<file path="src/rtl/tlb_search.sv">
module tlb_search #(
    parameter int TLB_NUM = 32,
    localparam int IDX_W = $clog2(TLB_NUM)
) (
    input  logic                 clk,
    input  logic                 rstn,
    input  logic                 search_req,
    input  logic [TLB_NUM-1:0]   hit,
    output logic                 search_done,
    output logic                 search_hit,
    output logic [IDX_W-1:0]     search_index
);

    logic                req_q;
    logic [TLB_NUM-1:0]  hit_q;
    logic [IDX_W-1:0]    low_idx;

    always_ff @(posedge clk or negedge rstn) begin
        if (!rstn) begin
            req_q <= 1'b0;
        end else begin
            req_q <= search_req;
        end
    end

    always_ff @(posedge clk) begin
        hit_q <= hit;
    end

    // Lowest set index wins
    always_comb begin
        low_idx = '0;
        for (int i = TLB_NUM - 1; i >= 0; i--) begin
            if (hit_q[i]) begin
                low_idx = IDX_W'(i);
            end
        end
    end

    always_ff @(posedge clk or negedge rstn) begin
        if (!rstn) begin
            search_done <= 1'b0;
            search_hit <= 1'b0;
            search_index <= '0;
        end else begin
            search_done <= req_q;
            if (req_q) begin
                search_hit <= |hit_q;
                search_index <= low_idx;
            end
        end
    end

endmodule

</file>
<file path="config.mk">
export PLATFORM = sky130hd
export DESIGN_NAME = tlb_search
export DESIGN_NICKNAME = d
export VERILOG_FILES = /design/src/rtl/tlb_search.sv
export SDC_FILE = /design/constraint.sdc
export NUM_CORES = 1
export LEC_CHECK = 0
export BUFFER_PORTS_ARGS = -buffer_cell sky130_fd_sc_hd__buf_2
export CORE_ASPECT_RATIO = 1.1
export CORE_MARGIN = 2
export CORE_UTILIZATION = 50
export CTS_CLUSTER_SIZE = 14
export DETAILED_ROUTE_END_ITERATION = 8
export HOLD_SLACK_MARGIN = 0.03
export PLACE_DENSITY_LB_ADDON = 0.12
export SYNTH_ARGS = -nofsm -noshare
export SYNTH_HDL_FRONTEND = slang
export SYNTH_SLANG_ARGS = --single-unit
</file>
<file path="constraint.sdc">
create_clock -name clk -period 3.1 [get_ports clk]
set_input_delay 0.31 -clock clk [delete_from_list [all_inputs] [get_ports clk]]
set_output_delay 0.31 -clock clk [all_outputs]
set_load 0.03 [all_outputs]
</file>
# Yosys cells after proc, flatten, opt, wreduce, memory -nomap -nowiden
# Index checks and enable logic that the tools add are counted.
# word_totals
reg_bits	40
output_inout_bits	7
input_bits	35
# classes
muxes	32
n_reduce_logical	1
# ops
operator	n
$mux W5	32
$reduce_or A32 Y1	1

# Depth between registers and ports, before layout
# depth
depth_word	32
mapped_depth	5
depth_no_buf	5

# Least setup slack after synthesis
# OpenSTA, ideal clock, no wires.
# synth_timing
kind	reg2reg
from	reg hit_q[23]
to	reg search_index[2]
setup_time_ns	0.121
period_less_slack_ns	1.452
setup_slack_ns	1.648
path_buffers	0
path_stages_with_launch	6
required_time_ns	2.979
arrival_ns	1.331
path_cell_list	dfxtp_1 or4_4 a21oi_2 o211a_1 o21ai_1 a22o_1
# synth_via
elab_chain_len	24
# synth_rtl
item	line	text
start, declared	15	logic [TLB_NUM-1:0] hit_q;
start signal, assigned	27	hit_q <= hit;
$mux W5 (24 in a row)	34	if (hit_q[i]) begin
end signal, assigned	49	search_index <= low_idx;
end, declared	11	output logic [IDX_W-1:0] search_index
# Every way passes these cells.
# A chain may end at the register's enable or synchronous reset.

==> flow_results.org <==
** Status
- The run finished with clean final reports.

** Clock tree
- H-tree levels :: 2
- Clock insertion delay at the later pin of the skew report :: 350 ps
- CTS tree :: done
- Number of buffers created by CTS :: 5
- Number of clock sinks :: 40
- Clock-pin slew was measured on the worst setup and hold paths at 120 ps.
- The clock passes through at most 2 buffers.
- Buffers added to address setup during post-CTS repair amount to 0.
- The tree is rooted in a sky130_fd_sc_hd__clkbuf_4.

** Yosys
- Of the post-synthesis cell area, the dominant cell type holds 0.488.
- Synthesized area divided by synthesized cell count :: approximately 12 um^2
- Area of the mapped netlist :: about 1300 um^2
- Sequential fraction of the synthesis area :: 0.641
- Count of distinct cell types in the synthesized netlist :: 32
- Largest cells by area after synthesis :: sky130_fd_sc_hd__dfxtp_1, sky130_fd_sc_hd__dfrtp_1, sky130_fd_sc_hd__nor2_1, sky130_fd_sc_hd__or4_4, sky130_fd_sc_hd__a21oi_1
- The synthesized design spends more area on one cell type than any other, namely sky130_fd_sc_hd__dfxtp_1.
- Counting every instance in the synthesized netlist gives 114.
- Post-synthesis net count :: 149
- Number of synthesized register bits :: 40
- During synthesis, Yosys emitted a total of 0 warnings.

** Critical path
- Walking the worst path, the cells encountered are nand2b_1, nor4_2, nand2_1, or2_1, o32a_1.
- Worst setup EP type :: flip-flop
- For this run, the slowest stage of the critical path takes around 420 ps.
- Together, buffers and inverters on the worst path number 0.
- Worst setup path category :: reg -> reg
- In this run the worst setup path begins at req_q.
- Among cell families on the critical path, the largest total delay comes from simple AND/OR/NAND/NOR gates.
- At the worst endpoint, the required time is approximately 3300 ps.
- Type of origin of the critical path :: flip-flop
- STA puts the critical path data arrival time at 1820 ps.
- Maximum fanout encountered on the critical timing path :: 5
- RR Startpoint :: req_q
- Cell type of the slowest stage on the worst timing path :: sky130_fd_sc_hd__dfrtp_1

** Timing
- Accumulated negative setup slack :: 0 ps
- Timing would allow up to 0.627 GHz.
- Measured slew at the worst slew-check pin :: roughly 500 ps
- Final critical delay including setup and external delays :: 1590 ps
- Setup repair after global routing left no endpoint under its margin.
- Setup slack closes at 1510 ps.
- Setup violations remaining at the end of the flow were counted as 0.
- In the finished design, the share of the clock period the worst path needs comes to 0.514.
- Number of hold violations in the final report :: 0
- Max-slew violation count :: 0
- Clock Skews :: 20.0 ps
- Headroom to the max-slew limit :: 0.663

** Cells and area
- Compared with the post-synthesis result, the final layout area differs by 30.5%.
- Layout Utilization :: 0.686
- Layout net count :: 207
- N_diodes :: 0
- In the final layout, the share of cells above drive strength 1 is 0.335.

** Power and ir drop
- Cell area power density :: slightly above 500 nW/um^2
- Peak VDD IR :: roughly 500 uV
- Sequential group share of total power :: 0.641
- Clock network fraction of design power :: 0.278
- Of the total power, the share spent switching nets is 0.242.
- Total power for the finished layout comes to 0.883 mW.
- Internal power comes to 0.670 mW.
- Part of the power in combinational logic :: 0.082
- Leakage component of the power :: 0.764 nW
- Reported net switching power :: about 0.21 mW

** GRT
- The first global-routing pass estimated 3.75 mm of wire.
- Antenna violations before repair :: 0
- GRT met3 Usage :: 0.0851
- Global-route track usage on met2 :: 0.298
- Maximum number of pins on one net before global-route repair :: 14
- Number of global-route vias before repair :: 968
- met2 is the most crowded layer.
- Across every metal layer, demand over resource in global routing totals 0.172.
- Met1 capacity usage during global routing :: 0.174
- Global routing finished with a remaining overflow of 0.

** Die
- For this configuration, the core starts out at a cell density of 0.526.
- Placeable core region :: ~2500 um^2
- The die covers about 3000 um^2.
- # IOs :: 42
- The floorplan has 19 rows.
- Overall die width :: 52.9 um
- Chip height :: 57.7 um

** Placed design
- Sum of net half-perimeters after detailed placement :: 1.87 mm
- Setup WS pre-CTS :: 1540 ps
- At the end of routability-driven placement, the weighted congestion stood at approximately 0.9.
- Buffers on Ports :: 41

** Routing
- Detailed Route Iter0 Violations :: 15
- After detailed routing, the total wire length is roughly 2.5 mm.
- Residual DRC :: 0
- The routed layout has roughly 1,000 vias.
- Number of nets still failing antenna checks after routing :: 0
- Router iterations before antenna repair :: 4
- Dividing the detail-routed wire length by the instance count gives 12.3 um.
- Number of vias per cell after detailed routing :: 5.09

** Run
- Number of max-cap violations :: 0

** Worst hold path
- Worst min-delay path class :: in -> reg
- Worst Hold Launch :: hit[5]
layout make-up:
| type | instances | area (um^2) |
|---|---|---|
| timing repair buffer | 51 | 305 |
| tap | 31 | 38.8 |
| clock buffer | 5 | 37.5 |
| fill | 203 | 783 |
| clock inverter | 3 | 18.8 |
| inverter | 8 | 30.0 |
| sequential | 40 | 841 |
| multi-input combinational | 66 | 442 |
what timing repair did:
action                     CTS  global route
setup endpoints to repair    0             0
hold endpoints to repair     8             9
resized for setup            0             0
hold buffers                 1             9
final timing paths:
| check | slack, ps | cells after the start | to |
|---|---|---|---|
| setup reg to reg | 1510 | 5 | search_hit |
| hold / removal | 50 | 1 | hit_q[5] |
| setup / recovery | 1510 | 5 | search_hit |
| hold reg to reg | 470 | 0 | search_done |
| max in group asynchronous | 2610 | 2 | search_index[3] |
| min in group asynchronous | 310 | 2 | req_q |
kinds of logic (layout without fill, tap and decap cells):
logic type | after synthesis | count (layout) | synth area share
buffers and inverters | 8 | 67 | 0.0229
flip-flops | 40 | 40 | 0.641
AND/OR/NAND/NOR | 36 | 36 | 0.175
AO/OA/AOI/OAI | 30 | 30 | 0.161
per-layer routing:
metal / wire, um / share of wire / vias up
met1: 1010 / 0.40 / 470
li1: - / - / 527
met3: 183 / 0.073 / 7
met5: 0 / 0 / -
met4: 54 / 0.021 / 0
met2: 1270 / 0.51 / 35
registers in the layout, indices dropped and copies added, names as in the netlist:
register,cells
search_done,1
search_hit,1
req_q,1
hit_q,32
search_index,5
through the flow:
step / std cells / area, um^2 / hold WS, ps
after floorplan: 114 / 1310 / 14.4
after global placement: 186 / 1560 / 157
after detailed placement: 186 / 1560 / 161
after CTS: 195 / 1620 / 40.0
after global routing: 204 / 1710 / 32.6
final: 204 / 1710 / 47.4
cell usage in the layout, fill, tap and decap left out, drive strengths merged:
cell,Yosys,layout
a221oi,1,1
dfrtp,8,8
clkbuf,0,5
o311a,1,1
dlygate4sd3,0,10
nand2,2,2
o22ai,1,1
o211ai,1,1
o32a,2,2
clkinv,0,3
nand3,1,1
buf,0,41
o31a,1,1
nor4,7,7
nor2,14,14
inv,8,8
nor3,2,2
nor2b,2,2
o211a,1,1
o2bb2ai,2,2
a211oi,2,2
dfxtp,32,32
or4,4,4
o21bai,3,3
nand2b,3,3
o21ai,6,6
a21oi,7,7
o31ai,1,1
or2,1,1
a22o,1,1
synth_stat cells:
| cell | count |
|---|---|
| sky130_fd_sc_hd__o21ai_0 | 3 |
| sky130_fd_sc_hd__o211a_1 | 1 |
| sky130_fd_sc_hd__o22ai_1 | 1 |
| sky130_fd_sc_hd__nor4_2 | 2 |
| sky130_fd_sc_hd__nand3_1 | 1 |
| sky130_fd_sc_hd__dfrtp_1 | 8 |
| sky130_fd_sc_hd__o211ai_1 | 1 |
| sky130_fd_sc_hd__nor3_1 | 2 |
| sky130_fd_sc_hd__o21ai_1 | 3 |
| sky130_fd_sc_hd__o21bai_1 | 3 |
| sky130_fd_sc_hd__o311a_1 | 1 |
| sky130_fd_sc_hd__o32a_1 | 2 |
| sky130_fd_sc_hd__nor4_1 | 4 |
| sky130_fd_sc_hd__nor4_4 | 1 |
| sky130_fd_sc_hd__nand2b_1 | 3 |
| sky130_fd_sc_hd__or4_4 | 3 |
| sky130_fd_sc_hd__nor2b_1 | 2 |
| sky130_fd_sc_hd__a22o_1 | 1 |
| sky130_fd_sc_hd__a211oi_1 | 2 |
| sky130_fd_sc_hd__inv_1 | 8 |
| sky130_fd_sc_hd__or4_1 | 1 |
| sky130_fd_sc_hd__a221oi_1 | 1 |
| sky130_fd_sc_hd__o31a_1 | 1 |
| sky130_fd_sc_hd__a21oi_2 | 1 |
| sky130_fd_sc_hd__o2bb2ai_1 | 2 |
| sky130_fd_sc_hd__a21oi_1 | 6 |
| sky130_fd_sc_hd__o31ai_1 | 1 |
| sky130_fd_sc_hd__nand2_1 | 2 |
| sky130_fd_sc_hd__or2_1 | 1 |
| sky130_fd_sc_hd__nor2_2 | 2 |
| sky130_fd_sc_hd__dfxtp_1 | 32 |
| sky130_fd_sc_hd__nor2_1 | 12 |
power by group through the flow:
stage          registers (mW)  logic, mW  clock network (mW)
3_5_place_dp            0.577     0.0623                   0
5_1_grt                 0.569     0.0801               0.283
4_1_cts                 0.566     0.0634               0.252
3_3_place_gp            0.576     0.0612                   0
2_1_floorplan           0.579     0.0253                   0
6_report                0.566     0.0721               0.245
worst reg2reg max path, cell delays in order, from the launching register on:
cell	delay [ps]
sky130_fd_sc_hd__dfrtp_1	420
sky130_fd_sc_hd__nand2b_1	130
sky130_fd_sc_hd__nor4_2	210
sky130_fd_sc_hd__nand2_1	110
sky130_fd_sc_hd__or2_1	250
sky130_fd_sc_hd__o32a_1	350
Note: power is estimated with default switching activity, not from simulation.
