==> config.mk <==
export PLATFORM = sky130hd
export DESIGN_NAME = dmw_map
export DESIGN_NICKNAME = d
export VERILOG_FILES = /design/src/rtl/tlb_pkg.sv /design/src/rtl/dmw_map.sv
export SDC_FILE = /design/constraint.sdc
export NUM_CORES = 1
export LEC_CHECK = 0
export ABC_AREA = 0
export BUFFER_PORTS_ARGS = -buffer_cell sky130_fd_sc_hd__buf_2
export CORE_ASPECT_RATIO = 1.2
export CORE_UTILIZATION = 31
export DETAILED_ROUTE_END_ITERATION = 12
export GPL_TIMING_DRIVEN = 0
export PLACE_DENSITY = 0.87
export SKIP_LAST_GASP = 1
export SLEW_MARGIN = 20
export SYNTH_ARGS = -nofsm -noshare
export SYNTH_HDL_FRONTEND = slang
export SYNTH_SLANG_ARGS = --single-unit
==> constraint.sdc <==
create_clock -name clk -period 0.8 [get_ports clk]
set_clock_uncertainty 0.15 [all_clocks]
set_input_delay 0.2 -clock clk [delete_from_list [all_inputs] [get_ports clk]]
set_output_delay 0.2 -clock clk [all_outputs]
set_load 0.05 [all_outputs]
==> src/rtl/tlb_pkg.sv <==
package tlb_pkg;

    typedef logic [19:0] vpn_t;
    typedef logic [18:0] vppn_t;
    typedef logic [19:0] ppn_t;
    typedef logic [9:0]  asid_t;
    typedef logic [36:0] tlb_cmp_t;
    typedef logic [25:0] tlb_trans_t;
    typedef logic [31:0] csr_t;
    typedef logic [4:0]  invtlb_op_t;

    // Compare word layout
    localparam int CMP_VPPN_LO = 0;
    localparam int CMP_VPPN_HI = 18;
    localparam int CMP_PS_LO   = 19;
    localparam int CMP_PS_HI   = 24;
    localparam int CMP_G       = 25;
    localparam int CMP_ASID_LO = 26;
    localparam int CMP_ASID_HI = 35;
    localparam int CMP_E       = 36;

    // Translate word layout
    localparam int TR_PPN_LO = 0;
    localparam int TR_PPN_HI = 19;
    localparam int TR_PLV_LO = 20;
    localparam int TR_PLV_HI = 21;
    localparam int TR_MAT_LO = 22;
    localparam int TR_MAT_HI = 23;
    localparam int TR_D      = 24;
    localparam int TR_V      = 25;

    // Anything else is a 4 MB page
    localparam logic [5:0] PS_4K = 6'd12;

    localparam int DMW_VSEG_LO = 29;
    localparam int DMW_VSEG_HI = 31;
    localparam int DMW_PSEG_LO = 25;
    localparam int DMW_PSEG_HI = 27;
    localparam int DMW_CACHED  = 4;
    localparam int CRMD_DATM   = 7;

    localparam invtlb_op_t INV_ALL      = 5'd0;
    localparam invtlb_op_t INV_ALL_ALT  = 5'd1;
    localparam invtlb_op_t INV_GLOBAL   = 5'd2;
    localparam invtlb_op_t INV_LOCAL    = 5'd3;
    localparam invtlb_op_t INV_ASID     = 5'd4;
    localparam invtlb_op_t INV_ASID_VA  = 5'd5;
    localparam invtlb_op_t INV_GASID_VA = 5'd6;

endpackage

==> src/rtl/dmw_map.sv <==
module dmw_map (
    input  logic             clk,
    input  logic             rstn,
    input  logic             flush,
    input  logic             s2_valid,
    input  tlb_pkg::vpn_t    s2_vpn,
    input  logic             s2_hit_any,
    input  logic             s2_v,
    input  logic             s2_mat0,
    input  tlb_pkg::ppn_t    s2_ppn,
    input  logic             pg,
    input  tlb_pkg::csr_t    crmd,
    input  tlb_pkg::csr_t    dmw0,
    input  tlb_pkg::csr_t    dmw1,
    output logic             pa_valid,
    output tlb_pkg::ppn_t    pa_ppn,
    output logic             pa_cached,
    output logic             tlb_refill,
    output logic             page_invalid
);

    logic            win0;
    logic            win1;
    logic            use_tlb;
    tlb_pkg::ppn_t   ppn_next;
    logic            cached_next;

    // VSEG covers address bits 31..29 which are the top three VPN bits
    assign win0 = dmw0[tlb_pkg::DMW_VSEG_HI:tlb_pkg::DMW_VSEG_LO] == s2_vpn[19:17];
    assign win1 = dmw1[tlb_pkg::DMW_VSEG_HI:tlb_pkg::DMW_VSEG_LO] == s2_vpn[19:17];
    assign use_tlb = pg && !win0 && !win1;

    always_comb begin
        if (!pg) begin
            ppn_next = s2_vpn;
            cached_next = crmd[tlb_pkg::CRMD_DATM];
        end else if (win0) begin
            ppn_next = {dmw0[tlb_pkg::DMW_PSEG_HI:tlb_pkg::DMW_PSEG_LO], s2_vpn[16:0]};
            cached_next = dmw0[tlb_pkg::DMW_CACHED];
        end else if (win1) begin
            ppn_next = {dmw1[tlb_pkg::DMW_PSEG_HI:tlb_pkg::DMW_PSEG_LO], s2_vpn[16:0]};
            cached_next = dmw1[tlb_pkg::DMW_CACHED];
        end else begin
            ppn_next = s2_ppn;
            cached_next = s2_mat0;
        end
    end

    always_ff @(posedge clk or negedge rstn) begin
        if (!rstn) begin
            pa_valid <= 1'b0;
            pa_ppn <= '0;
            pa_cached <= 1'b0;
            tlb_refill <= 1'b0;
            page_invalid <= 1'b0;
        end else if (flush) begin
            pa_valid <= 1'b0;
            pa_ppn <= '0;
            pa_cached <= 1'b0;
            tlb_refill <= 1'b0;
            page_invalid <= 1'b0;
        end else begin
            pa_valid <= s2_valid;
            pa_ppn <= ppn_next;
            pa_cached <= cached_next;
            tlb_refill <= s2_valid && use_tlb && !s2_hit_any;
            page_invalid <= s2_valid && use_tlb && s2_hit_any && !s2_v;
        end
    end

endmodule

Word-level counts from Yosys, hierarchy flattened
Cells that the tools add are included.

Equal/unequal tests: 2. Mux-type cells: 11. Reduce and logical (&&, ||, !) cells: 10.

Operator list (number): 2-to-1 mux 20 bit (4); 2-to-1 mux 1 bit (7); == test 3 bit (2); logical AND 1 bit (6); zero test 1 bit (4).

Bits in registers: 24. Input port bits: 144. Output and inout bits: 24.

Longest topological paths before layout
Depth in word-level cells: 8. Mapped depth: 6. Depth with buffers taken out: 4.

Worst setup path after synthesis
OpenSTA, ideal clock, no wires.

Kind: input port to flip-flop. Start: input port s2_vpn[19]. End: register pa_ppn[10]. Setup time: 0.123 ns. Arrival: 1.170 ns. Required time: 0.527 ns. Slack: -0.642 ns. Cell stages on the path: 6. Path buffers: 2. Cell sequence: xor2_1 > nor3_4 > nor3b_2 > buf_6 > buf_12 > mux2i_1.

Word-level cells in the longest chain between the ends: 5. Elaborated cells on any way between the ends: 6. Those cells by class: eq/ne (2); mux (4).

RTL lines: from (decl) (line dmw_map.sv:6) `input tlb_pkg::vpn_t s2_vpn,`; == test 3 bit (line dmw_map.sv:30) `assign win1 = dmw1[tlb_pkg::DMW_VSEG_HI:tlb_pkg::DMW_VSEG_LO] == s2_vpn[19:17];`; 2-to-1 mux 20 bit (line dmw_map.sv:40) `end else if (win1) begin`; 2-to-1 mux 20 bit * (line dmw_map.sv:37) `end else if (win0) begin`; 2-to-1 mux 20 bit * (line dmw_map.sv:34) `if (!pg) begin`; 2-to-1 mux 20 bit * (line dmw_map.sv:56) `end else if (flush) begin`; to (signal assigned) (line dmw_map.sv:64) `pa_ppn <= ppn_next;`; to (decl) (line dmw_map.sv:16) `output tlb_pkg::ppn_t pa_ppn,`.

Mark *: on every way between the ends. The rest lies on a longest branch, timed or not.

Worst setup path after layout
Start: input port dmw0[29]. End: register pa_ppn[18].

Word-level cells in the longest chain between the ends: 4.

RTL lines: from (decl) (line dmw_map.sv:13) `input tlb_pkg::csr_t dmw0,`; == test 3 bit (line dmw_map.sv:29) `assign win0 = dmw0[tlb_pkg::DMW_VSEG_HI:tlb_pkg::DMW_VSEG_LO] == s2_vpn[19:17];`; 2-to-1 mux 20 bit (line dmw_map.sv:37); 2-to-1 mux 20 bit (line dmw_map.sv:34); 2-to-1 mux 20 bit (line dmw_map.sv:56).

No other way between the ends.

==> qor.csv <==
stage,metric,value,unit
sta,fin. max-slew vios,0,
grt,first-pass GRT wire length,5690,um
clocking,CTS tree,built,
cells_and_area,# nets final,358,
sta,# setup viols final,47,
pwr,Static Leakage,1.11,nW
route,vias,1213,
route,DR pass1 iterations,4,
cells_and_area,Area growth syn-to-layout,82.3,%
clocking,clock sink count,24,
outcome,violated checks,"hold timing, setup timing",
synth,post-synthesis sequential area ratio,46.9,%
floorplan,CORE AREA,3940,um^2
clocking,clock transition at the registers of the reported paths,0.09,ns
cells_and_area,storage element area,618,um^2
pwr,PwrDens,1650,nW/um^2
min_path,HP Class,in -> async,
route,Iteration-0 DRC Markers,50,
critical_path,CP endpoint,pa_ppn[18],
synth,synth unique cells,20,
sta,Worst Tran Pin Value,0.531,ns
synth,Synthesized Nets,255,
placement,placed wire-length estimate,2520,um
placement,DP Area,1810,um^2
critical_path,Worst Path Arrival,1.30,ns
critical_path,Worst setup SP type,input port,
cells_and_area,share of cells above drive strength 1,62.0,%
sta,normalized max-slew margin,64.6,%
synth,cells after synthesis,111,
grt,vias in the first global route,1260,
sta,hold_ws,-0.251,ns
floorplan,Starting Density,32.5,%
pwr,Max VDD drop,0.000905,V
cells_and_area,Fillers,345,
sta,RSZ-0062 raised after global routing,yes,
synth,"Avg Cell Area, Syn",11.5,um^2
placement,# port buffers,86,
floorplan,chip width,60.7,um
critical_path,WS Path Type,in -> reg,
sta,Tmin final,1.27,ns
critical_path,crit path launch,dmw0[29],
route,Via-to-Cell Ratio,4.54,
outcome,status,finished with violations,
cells_and_area,area of the multi-input gates,754,um^2
synth,#FFs+latches synth,24,
clocking,CTS buffer count,3,
grt,grt ovf,0,
route,DRC,0,
route,WL final,3750,um
critical_path,CP Capture Type,register,
sta,final hold vios,24,
grt,GR Util All Layers,17.4,%
cells_and_area,cell area after layout,2330,um^2
placement,RePlAce Congestion,0.650,
grt,initial antenna violation count,0,
route,Final ANT Viol Nets,0,
floorplan,die outline height,72.4,um
clocking,Root Buffer,clkbuf_8,
clocking,Longest Clk Path Bufs,2,
sta,fin crit share,158,%
grt,largest net degree at the start of global routing,25,
sta,Max Freq,790,MHz
sta,setup ws final,-0.465,ns
synth,Yosys warning total,0,
critical_path,Crit Path Max Fanout,3,
cells_and_area,n_diodes,0,
clocking,Max H-tree Level,1,
floorplan,Ports,168,
synth,cell area after synthesis,1280,um^2
flow_run,max cap viols,0,
critical_path,WP data required,0.84,ns
pwr,overall power,3.86,mW
floorplan,row count,25,
route,wire length per cell,14.0,um
floorplan,Die ar.,4390,um^2
metrics by stage:
step / hold slack, ns / utilization, % / setup TNS [ns] / setup WS (ns) / cells
2_1_floorplan: -0.246 / - / -14.54 / -0.630 / 111
3_3_place_gp: 0.0584 / 46.0 / -22.11 / -0.915 / 251
3_5_place_dp: 0.0628 / 46.0 / -22.70 / -0.962 / 251
4_1_cts: -0.235 / 57.8 / -17.91 / -0.452 / 266
5_1_grt: -0.209 / 59.2 / -20.50 / -0.534 / 267
6_report: -0.251 / 59.2 / -18.46 / -0.465 / 267
critical path, stage by stage:
cell and delay, ns:
buf_8 0.10, xor2_4 0.18, nor3_4 0.26, buf_4 0.17
buf_6 0.09, buf_6 0.09, nand4b_1 0.11, o221ai_1 0.09
worst min-delay path by stage:
stage / from / end / slack [ns] / depth (start not counted)
2_1_floorplan: rstn / pa_cached / -0.25 / 0
3_3_place_gp: rstn / pa_ppn[8] / 0.06 / 1
3_5_place_dp: rstn / pa_ppn[8] / 0.06 / 1
4_1_cts: rstn / pa_ppn[2] / -0.23 / 1
5_1_grt: rstn / pa_valid / -0.21 / 1
6_report: rstn / pa_valid / -0.25 / 1
cell usage after synthesis:
master     n  area share (%)
nand2b_1  36              18
dfrtp_1   24              47
mux2i_1   21              16
xor2_1     6             4.1
clkbuf_1   4             1.2
o21ai_0    3             1.2
a31oi_1    2            0.98
nor2b_1    2            0.98
nor3b_1    2             1.2
a32oi_1    1            0.68
and3b_2    1            0.78
and4b_2    1            0.88
buf_12     1             1.6
buf_6      1            0.88
nand4b_1   1            0.68
nor2_1     1            0.29
nor3_2     1            0.78
nor3_4     1             1.3
nor3b_2    1            0.98
o221ai_1   1            0.68
routing by layer:
| metal | track usage (%) | part of all wire [%] |
|---|---|---|
| met2 | 30.3 | 52 |
| met3 | 4.46 | 8.9 |
| met4 | 4.80 | 0.67 |
| met5 | 0 | 0 |
| met1 | 20.9 | 39 |
report_power, final:
group,total [mW],internal [mW],switching [mW]
clock network,1.07,0.669,0.399
logic,1.42,0.667,0.753
registers,1.37,1.32,0.0470
total,3.86,2.66,1.20
final cells by class:
cell class | instances | share of cell area, %
Tap cell | 54 | 2.90
Multi-Input combinational cell | 81 | 32.3
Clock buffer | 3 | 1.77
Sequential cell | 24 | 26.5
Timing Repair Buffer | 99 | 33.6
Buffer | 5 | 1.61
Clock inverter | 1 | 1.29
logic make-up after synthesis:
kind of cell | synth area share, %
simple gates | 25.4
flops | 46.9
mux | 16.4
compound gates | 3.52
xor+xnor | 4.11
buf+inv | 3.62
registers in the layout (all words and copies together) (netlist names):
name / flops
pa_cached: 1
pa_ppn: 20
pa_valid: 1
page_invalid: 1
tlb_refill: 1
repair_timing:
action | CTS | global route
resized for setup | 78 | 9
setup buffers | 10 | 2
gates cloned | 1 | 0
pin swaps | 11 | 3
endpoints found under the hold margin | 24 | 24
setup endpoints to repair | 47 | 47
placed cells by master (no fill, tap or decap), types with 3 or more instances in the layout:
cell,synthesis,final
buf_6,1,33
buf_2,0,55
dfrtp_1,24,10
nand2b_1,36,35
clkbuf_8,0,3
dfrtp_2,0,14
o21ai_1,0,3
buf_4,0,6
xor2_4,0,5
mux2i_1,21,21
buf_8,0,3
Power figures use the tool's default switching activity.
