## src/rtl/tlb_pkg.sv

```systemverilog
package tlb_pkg;

    typedef logic [19:0] vpn_t;
    typedef logic [18:0] vppn_t;
    typedef logic [19:0] ppn_t;
    typedef logic [9:0]  asid_t;
    typedef logic [36:0] tlb_cmp_t;
    typedef logic [25:0] tlb_trans_t;
    typedef logic [31:0] csr_t;
    typedef logic [4:0]  invtlb_op_t;

    // Compare word layout
    localparam int CMP_VPPN_LO = 0;
    localparam int CMP_VPPN_HI = 18;
    localparam int CMP_PS_LO   = 19;
    localparam int CMP_PS_HI   = 24;
    localparam int CMP_G       = 25;
    localparam int CMP_ASID_LO = 26;
    localparam int CMP_ASID_HI = 35;
    localparam int CMP_E       = 36;

    // Translate word layout
    localparam int TR_PPN_LO = 0;
    localparam int TR_PPN_HI = 19;
    localparam int TR_PLV_LO = 20;
    localparam int TR_PLV_HI = 21;
    localparam int TR_MAT_LO = 22;
    localparam int TR_MAT_HI = 23;
    localparam int TR_D      = 24;
    localparam int TR_V      = 25;

    // Anything else is a 4 MB page
    localparam logic [5:0] PS_4K = 6'd12;

    localparam int DMW_VSEG_LO = 29;
    localparam int DMW_VSEG_HI = 31;
    localparam int DMW_PSEG_LO = 25;
    localparam int DMW_PSEG_HI = 27;
    localparam int DMW_CACHED  = 4;
    localparam int CRMD_DATM   = 7;

    localparam invtlb_op_t INV_ALL      = 5'd0;
    localparam invtlb_op_t INV_ALL_ALT  = 5'd1;
    localparam invtlb_op_t INV_GLOBAL   = 5'd2;
    localparam invtlb_op_t INV_LOCAL    = 5'd3;
    localparam invtlb_op_t INV_ASID     = 5'd4;
    localparam invtlb_op_t INV_ASID_VA  = 5'd5;
    localparam invtlb_op_t INV_GASID_VA = 5'd6;

endpackage

```

## src/rtl/tlb_match.sv

```systemverilog
module tlb_match #(
    parameter int TLB_NUM = 32
) (
    input  tlb_pkg::vpn_t        vpn,
    input  tlb_pkg::asid_t       asid,
    input  tlb_pkg::tlb_cmp_t    entry_cmp [TLB_NUM],
    output logic [TLB_NUM-1:0]   hit
);

    always_comb begin
        logic e;
        logic g;
        logic asid_eq;
        logic is_4k;
        logic vppn_eq;
        tlb_pkg::vppn_t vppn;
        for (int i = 0; i < TLB_NUM; i++) begin
            e = entry_cmp[i][tlb_pkg::CMP_E];
            g = entry_cmp[i][tlb_pkg::CMP_G];
            asid_eq = entry_cmp[i][tlb_pkg::CMP_ASID_HI:tlb_pkg::CMP_ASID_LO] == asid;
            is_4k = entry_cmp[i][tlb_pkg::CMP_PS_HI:tlb_pkg::CMP_PS_LO] == tlb_pkg::PS_4K;
            vppn = entry_cmp[i][tlb_pkg::CMP_VPPN_HI:tlb_pkg::CMP_VPPN_LO];
            // 4 MB pairs only compare address bits 31..23
            if (is_4k) begin
                vppn_eq = vppn == vpn[19:1];
            end else begin
                vppn_eq = vppn[18:10] == vpn[19:11];
            end
            hit[i] = e && (g || asid_eq) && vppn_eq;
        end
    end

endmodule

```

## config.mk

```make
export PLATFORM = sky130hd
export DESIGN_NAME = tlb_match
export DESIGN_NICKNAME = d
export VERILOG_FILES = /design/src/rtl/tlb_pkg.sv /design/src/rtl/tlb_match.sv
export SDC_FILE = /design/constraint.sdc
export NUM_CORES = 1
export LEC_CHECK = 0
export ABC_AREA = 0
export CAP_MARGIN = 20
export CORE_AREA = 2 2 485 487
export DETAILED_ROUTE_END_ITERATION = 8
export DIE_AREA = 0 0 487 489
export DONT_BUFFER_PORTS = 1
export PLACE_DENSITY_LB_ADDON = 0.08
export SLEW_MARGIN = 25
export SYNTH_ARGS = -nofsm -noshare
export SYNTH_HDL_FRONTEND = slang
export SYNTH_SLANG_ARGS = --single-unit
```

## constraint.sdc

```tcl
create_clock -name vclk -period 3.42
set_clock_uncertainty 0.2 [all_clocks]
set_input_delay 1.026 -clock vclk [all_inputs]
set_output_delay 1.026 -clock vclk [all_outputs]
set_load 0.05 [all_outputs]
```

# Word-level counts from Yosys, hierarchy flattened
# Index checks and enable logic that the tools add are counted.
# totals
ff_bits	0
latchBits	0
ramBits	0
mem_bits_ro	0
n_memories	0
# op_classes
add_sub_neg	0
mul	0
div_mod_pow	0
magnitude_cmp	0
eq_ne	128
shift	0
n_mux	32
bitwise	0
n_reduce_logical	96
# op_table
cell	count
19-bit == test	32
10-bit == test	32
9-bit == test	32
6-bit by 4-bit == test with 1-bit output, second input constant	32
1-bit logical AND	64
1-bit logical OR	32
1-bit two-way mux	32

# Logic depth before layout (Yosys ltp)
# Gate-level depths: netlist of run 1.
# depth
ltp_word	4
ltp_mapped	7
depth_no_buf	5

# Worst setup path before layout of run 1
# No wires, ideal clock.
# synth_timing
path_kind	input -> output
start	input port vpn[7]
end	output port hit[6]
arrival_ns	2.928
required_ns	2.194
path_slack_ns	-0.734
path_stages	6
path_buffers	2
cell_sequence	buf_2 -> buf_4 -> xor2_1 -> nor4_1 -> nor4_1 -> nor3_1
# synth_between
elab_chain_len	3
# synth_rtl
element	line	source
start, declared	tlb_match.sv:4	input tlb_pkg::vpn_t vpn,
19-bit == test	tlb_match.sv:25	vppn_eq = vppn == vpn[19:1];
1-bit two-way mux	tlb_match.sv:24	if (is_4k) begin
1-bit logical AND	tlb_match.sv:29	hit[i] = e && (g || asid_eq) && vppn_eq;
end, declared	tlb_match.sv:7	output logic [TLB_NUM-1:0] hit
# Every way passes these cells.

# Worst setup path in the final report of run 1
# layout_timing
start	input port vpn[3]
end	output port hit[28]
# Same word-level chain as after synthesis.

==> qor.txt, run 1 <==
Final Hold Fails: 0
Layout cell share with drive strength beyond 1: 0.300
Most frequent cells in the layout: xor2_1 (524), xnor2_1 (293), nand4_1 (96), buf_4 (90), nor4_1 (78)
I/O Pins: 1,246
Num rows: 178
PD cells: 83.4 nW/um^2
Largest net degree at the start of global routing: 33
RSZ-0062 raised after global routing: true
Sequential cell area: 0 um^2
Initial antenna violation count: 16
Final net count: 2,731
Worst-path fanout max: 32
Failing checks: setup timing
Crit. End Element: output pin
Max-cap violations: 0
FFs & Latches: 0
Buffers added on ports: 0
Number of remaining DRC errors: 0
GR Util met1: 0.110
Final setup fails: 32
Layout clock buffers: 0
Syn Nets: 2,674
Vias in the first global route: 13,600
Netlist cell types: 13
GRT Resource Usage Total: 0.102
DP Worst Slack: -1.17 ns
Hold WS: 2.17 ns
Via-per-instance ratio: 2.60
Hold buffer count at cts: 0
Post-Syn Instances: 1,460
Final GP Congestion: 0.888
Worst Tran Pin Value: 0.988 ns
Relative slew margins: 0.336
Yosys warns: 0
HP Class: in -> out
Setup ws final: -0.689 ns
Vias: 11,900
Startpoint type of the worst setup path: input pin
Worst Hold Depth: 3
Most common cell after layout, fill and taps aside: xor2_1
Die ar.: 238,000 um^2
Synthesis-to-finish area growth: 66.9%
FMAX: 0.243 GHz
DR WL/cell: 28.4 um
Non-filler instance count after layout: 4,588
Met2 GRT Util: 0.196
Fin crit share: 1.20
Area of the core: 234,000 um^2
Grt ovf: 0
DRT antenna net count: 0
First-pass GRT wire length: 157,000 um
WP data arrival: 2.88 ns
Count of pins over their slew limit: 0
DR iter-0 viols: 382
Chip width: 487 um
Outcome: complete, but fails checks
M3 GR Usage: 0.0262
Crit path kind: in -> out
Inst Count DP: 4,580
Post-CTS Setup Inserts: 0
Syn avg cell area: 8.12 um^2
Leak: 5.23 nW
GRT Max-Usage Layer: met2
VDD IR max: 0.0000295 V
DP HPWL: 116,000 um
WL final: 130,000 um
Final min period: 4.11 ns
Initial core utilization: 0.0508
CP required: 2.19 ns
First-pass DRT Iterations: 4
Cell area after synthesis: 11,900 um^2
Post-synthesis sequential area ratio: 0
Die Y: 489 um
[through the flow]
step | TNS [ns] | util | cell area [um^2] | power [mW]
floorplan | -5.36 | - | 12300 | 1.24
global placement | -24.03 | 0.0737 | 17200 | 1.43
detailed placement | -22.71 | 0.0739 | 17300 | 1.44
CTS | -13.77 | 0.0818 | 19100 | 1.65
global route | -14.40 | 0.0847 | 19800 | 1.79
finish | -12.11 | 0.0847 | 19800 | 1.65
[critical path, cell delays in order]
cell,delay (ns)
xnor2_1,0.19
nand4_1,0.17
nor4_4,0.64
buf_4,0.27
nor4_4,0.09
nor3_4,0.21
buf_12,0.17
[area by class of cell]
class	count	area, um^2
Fill cell	27200	214000
Antenna cell	13	32.5
Timing Repair Buffer	171	2050
Multi-Input combinational cell	1344	13900
Tap cell	3060	3830
[cell usage after synthesis]
| library cell | n | share of area |
|---|---|---|
| a41oi_1 | 32 | 0.024 |
| buf_2 | 16 | 0.0068 |
| buf_4 | 30 | 0.019 |
| buf_6 | 68 | 0.065 |
| buf_8 | 2 | 0.0025 |
| nand3_1 | 32 | 0.014 |
| nand4_1 | 96 | 0.051 |
| nor2_1 | 32 | 0.010 |
| nor3_1 | 32 | 0.014 |
| nor4_1 | 175 | 0.092 |
| nor4_2 | 17 | 0.018 |
| xnor2_1 | 352 | 0.26 |
| xor2_1 | 576 | 0.43 |
[kinds of logic after synthesis]
family,synth area share
compound gates,0.0236
xor+xnor,0.685
buf+inv,0.0929
simple gates,0.198
[path summary, 6_finish.rpt]
kind | start | endpoint | slack (ns)
max | vpn[3] | hit[28] | -0.69
min | entry_cmp[998] | hit[5] | 2.17
[where the power goes]
part | leakage [nW] | total [mW] | switching (mW) | internal (mW)
logic | 5.23 | 1.65 | 0.758 | 0.892
registers | 0 | 0 | 0 | 0
clock network | 0.0000793 | 0.000000472 | 0 | 0.000000472
[per-layer routing]
| layer | vias up | routed length (um) | share of wire |
|---|---|---|---|
| met5 | - | 37 | 0.00028 |
| met2 | 850 | 69400 | 0.53 |
| met4 | 6 | 3550 | 0.027 |
| met1 | 5893 | 47800 | 0.37 |
| li1 | 5085 | - | - |
| met3 | 87 | 9420 | 0.072 |
[repair_timing]
action,4_1_cts,5_1_grt
resized for setup,245,81
pin swaps,169,81
endpoints found under the setup margin,32,32
Power figures use the tool's default switching activity.
==> inputs of run 2 (changes only) <==
--- a/config.mk
+++ b/config.mk
@@ -12,6 +12,7 @@
 export DIE_AREA = 0 0 487 489
 export DONT_BUFFER_PORTS = 1
 export PLACE_DENSITY_LB_ADDON = 0.08
+export SETUP_SLACK_MARGIN = 0.05
 export SLEW_MARGIN = 25
 export SYNTH_ARGS = -nofsm -noshare
 export SYNTH_HDL_FRONTEND = slang
==> run 2 against run 1 <==
The run still ends with setup timing left. Combinational power is essentially flat. Critical path depth is the same. Power about the same. Clock-buffer cell count stayed put. Global-route usage unchanged. Cell count is the same. Non-clock buffer count unchanged. Hold slack better by 0.0016 ns. Sequential share of layout area did not move.
==> qor.txt, run 2 (same netlist as run 1, synthesis figures left out) <==
Outcome: complete, but fails checks
Failing checks: setup timing
Grt ovf: 0 (unchanged)
Largest net degree at the start of global routing: 33 (unchanged)
Flop pwr share: 0 (unchanged)
Final setup fails: 32 (unchanged)
Post-placement cell area: 17,300 um^2 (unchanged)
FMAX: 0.243 GHz (about the same)
Internal power: 0.893 mW (about the same)
Most frequent cells in the layout: xor2_1 (524), xnor2_1 (293), nand4_1 (96), buf_4 (90), nor4_1 (78)
Psw: 0.758 mW (about the same)
Area of the core: 234,000 um^2 (unchanged)
First-pass GRT wire length: 157,000 um (unchanged)
GRT Resource Usage Total: 0.102 (unchanged)
WP data arrival: 2.88 ns (about the same)
DR WL/cell: 28.4 um (about the same)
Initial antenna violation count: 16 (unchanged)
HP Class: in -> out
I/O Pins: 1,246 (unchanged)
Worst-path fanout max: 32 (unchanged)
Via-per-instance ratio: 2.59 (-0.24%)
WL final: 130,000 um (about the same)
First-pass DRT Iterations: 4 (unchanged)
PD cells: 83.4 nW/um^2 (about the same)
Initial core utilization: 0.0508 (unchanged)
Setup tns final: -12.04 ns (+0.0716 ns)
Vias in the first global route: 13,600 (unchanged)
Pwr Total: 1.65 mW (about the same)
Post-CTS Setup Inserts: 0 (unchanged)
Count of pins over their slew limit: 0 (unchanged)
Fin crit share: 1.20 (about the same)
Most common cell after layout, fill and taps aside: xor2_1
Startpoint type of the worst setup path: input pin
Layout cell share with drive strength beyond 1: 0.300 (unchanged)
Die ar.: 238,000 um^2 (unchanged)
Crit path kind: in -> out
Relative slew margins: 0.336 (about the same)
Vias: 11,900 (-0.24%)
Setup ws final: -0.688 ns (+0.000880 ns)
RSZ-0062 raised after global routing: true
Leak: 5.23 nW (unchanged)
Crit. End Element: output pin
Max-cap violations: 0 (unchanged)
Final net count: 2,731 (unchanged)
Switching Fraction: 0.459 (about the same)
Buffers added on ports: 0 (unchanged)
Die Y: 489 um (unchanged)
Post-layout util: 0.0847 (unchanged)
DRT antenna net count: 0 (unchanged)
CP required: 2.19 ns (about the same)
Final GP Congestion: 0.888 (unchanged)
Comb pwr share: 1.000 (about the same)
VDD IR max: 0.0000298 V (+0.96%)
DP HPWL: 116,000 um (unchanged)
Hold buffer count at cts: 0 (unchanged)
Post-route cell area: 19,800 um^2 (unchanged)
Sequential cell area: 0 um^2 (unchanged)
Power share of the clock group: 0 (unchanged)
Inst Count DP: 4,580 (unchanged)
Synthesis-to-finish area growth: 66.9% (unchanged)
Chip width: 487 um (unchanged)
Hold WS: 2.17 ns (+0.00158 ns)
FFs & Latches: 0 (unchanged)
Num rows: 178 (unchanged)
Final min period: 4.11 ns (-0.000880 ns)
DP Worst Slack: -1.17 ns (unchanged)
Number of remaining DRC errors: 0 (unchanged)
DR iter-0 viols: 377 (-1.3%)
Final Hold Fails: 0 (unchanged)
Non-filler instance count after layout: 4,588 (unchanged)
Worst Tran Pin Value: 0.988 ns (+0.00000179 ns)
Layout clock buffers: 0 (unchanged)
# fillers: 27,200 (unchanged)
## run 2: cell counts in the layout (fill, tap and decap cells not counted)
Identical to the previous run, type by type.
## run 2: path summary, 6_finish.rpt
check,startpoint,end,slack (ns),cells past startpoint
setup / recovery,vpn[3],hit[28],-0.69,7
hold / removal,entry_cmp[998],hit[5],2.17,3
## run 2: layout make-up
cell class	instances	area, um^2	share of cell area
well taps	3060	3830	0.193
diodes	13	32.5	0.00164
repair buffers	171	2050	0.104
multi-input cells	1344	13900	0.701
## run 2: layer usage
layer  track usage  up-vias  wire [um]
met3        0.0262       95      10500
li1              -     5087          -
met2         0.196      867      69200
met5             0        -         37
met4        0.0236        6       3720
met1         0.110     5837      46700
## run 2: what timing repair did
action                                  in CTS  in global routing
endpoints found under the setup margin      32                 32
gates resized for setup                    245                 81
pin swaps                                  169                 81
## run 2: critical path: stages
cell     delay, ns
xnor2_1       0.19
nand4_1       0.17
nor4_4        0.64
buf_4         0.27
nor4_4        0.09
nor3_4        0.21
buf_12        0.17
## run 2: power groups by stage
stage	registers, mW	logic, mW	clock network, mW
after floorplan	0	1.24	0
after global placement	0	1.43	0
after detailed placement	0	1.44	0
after CTS	0	1.65	0
after global routing	0	1.79	0.000000474
final	0	1.65	0.000000470
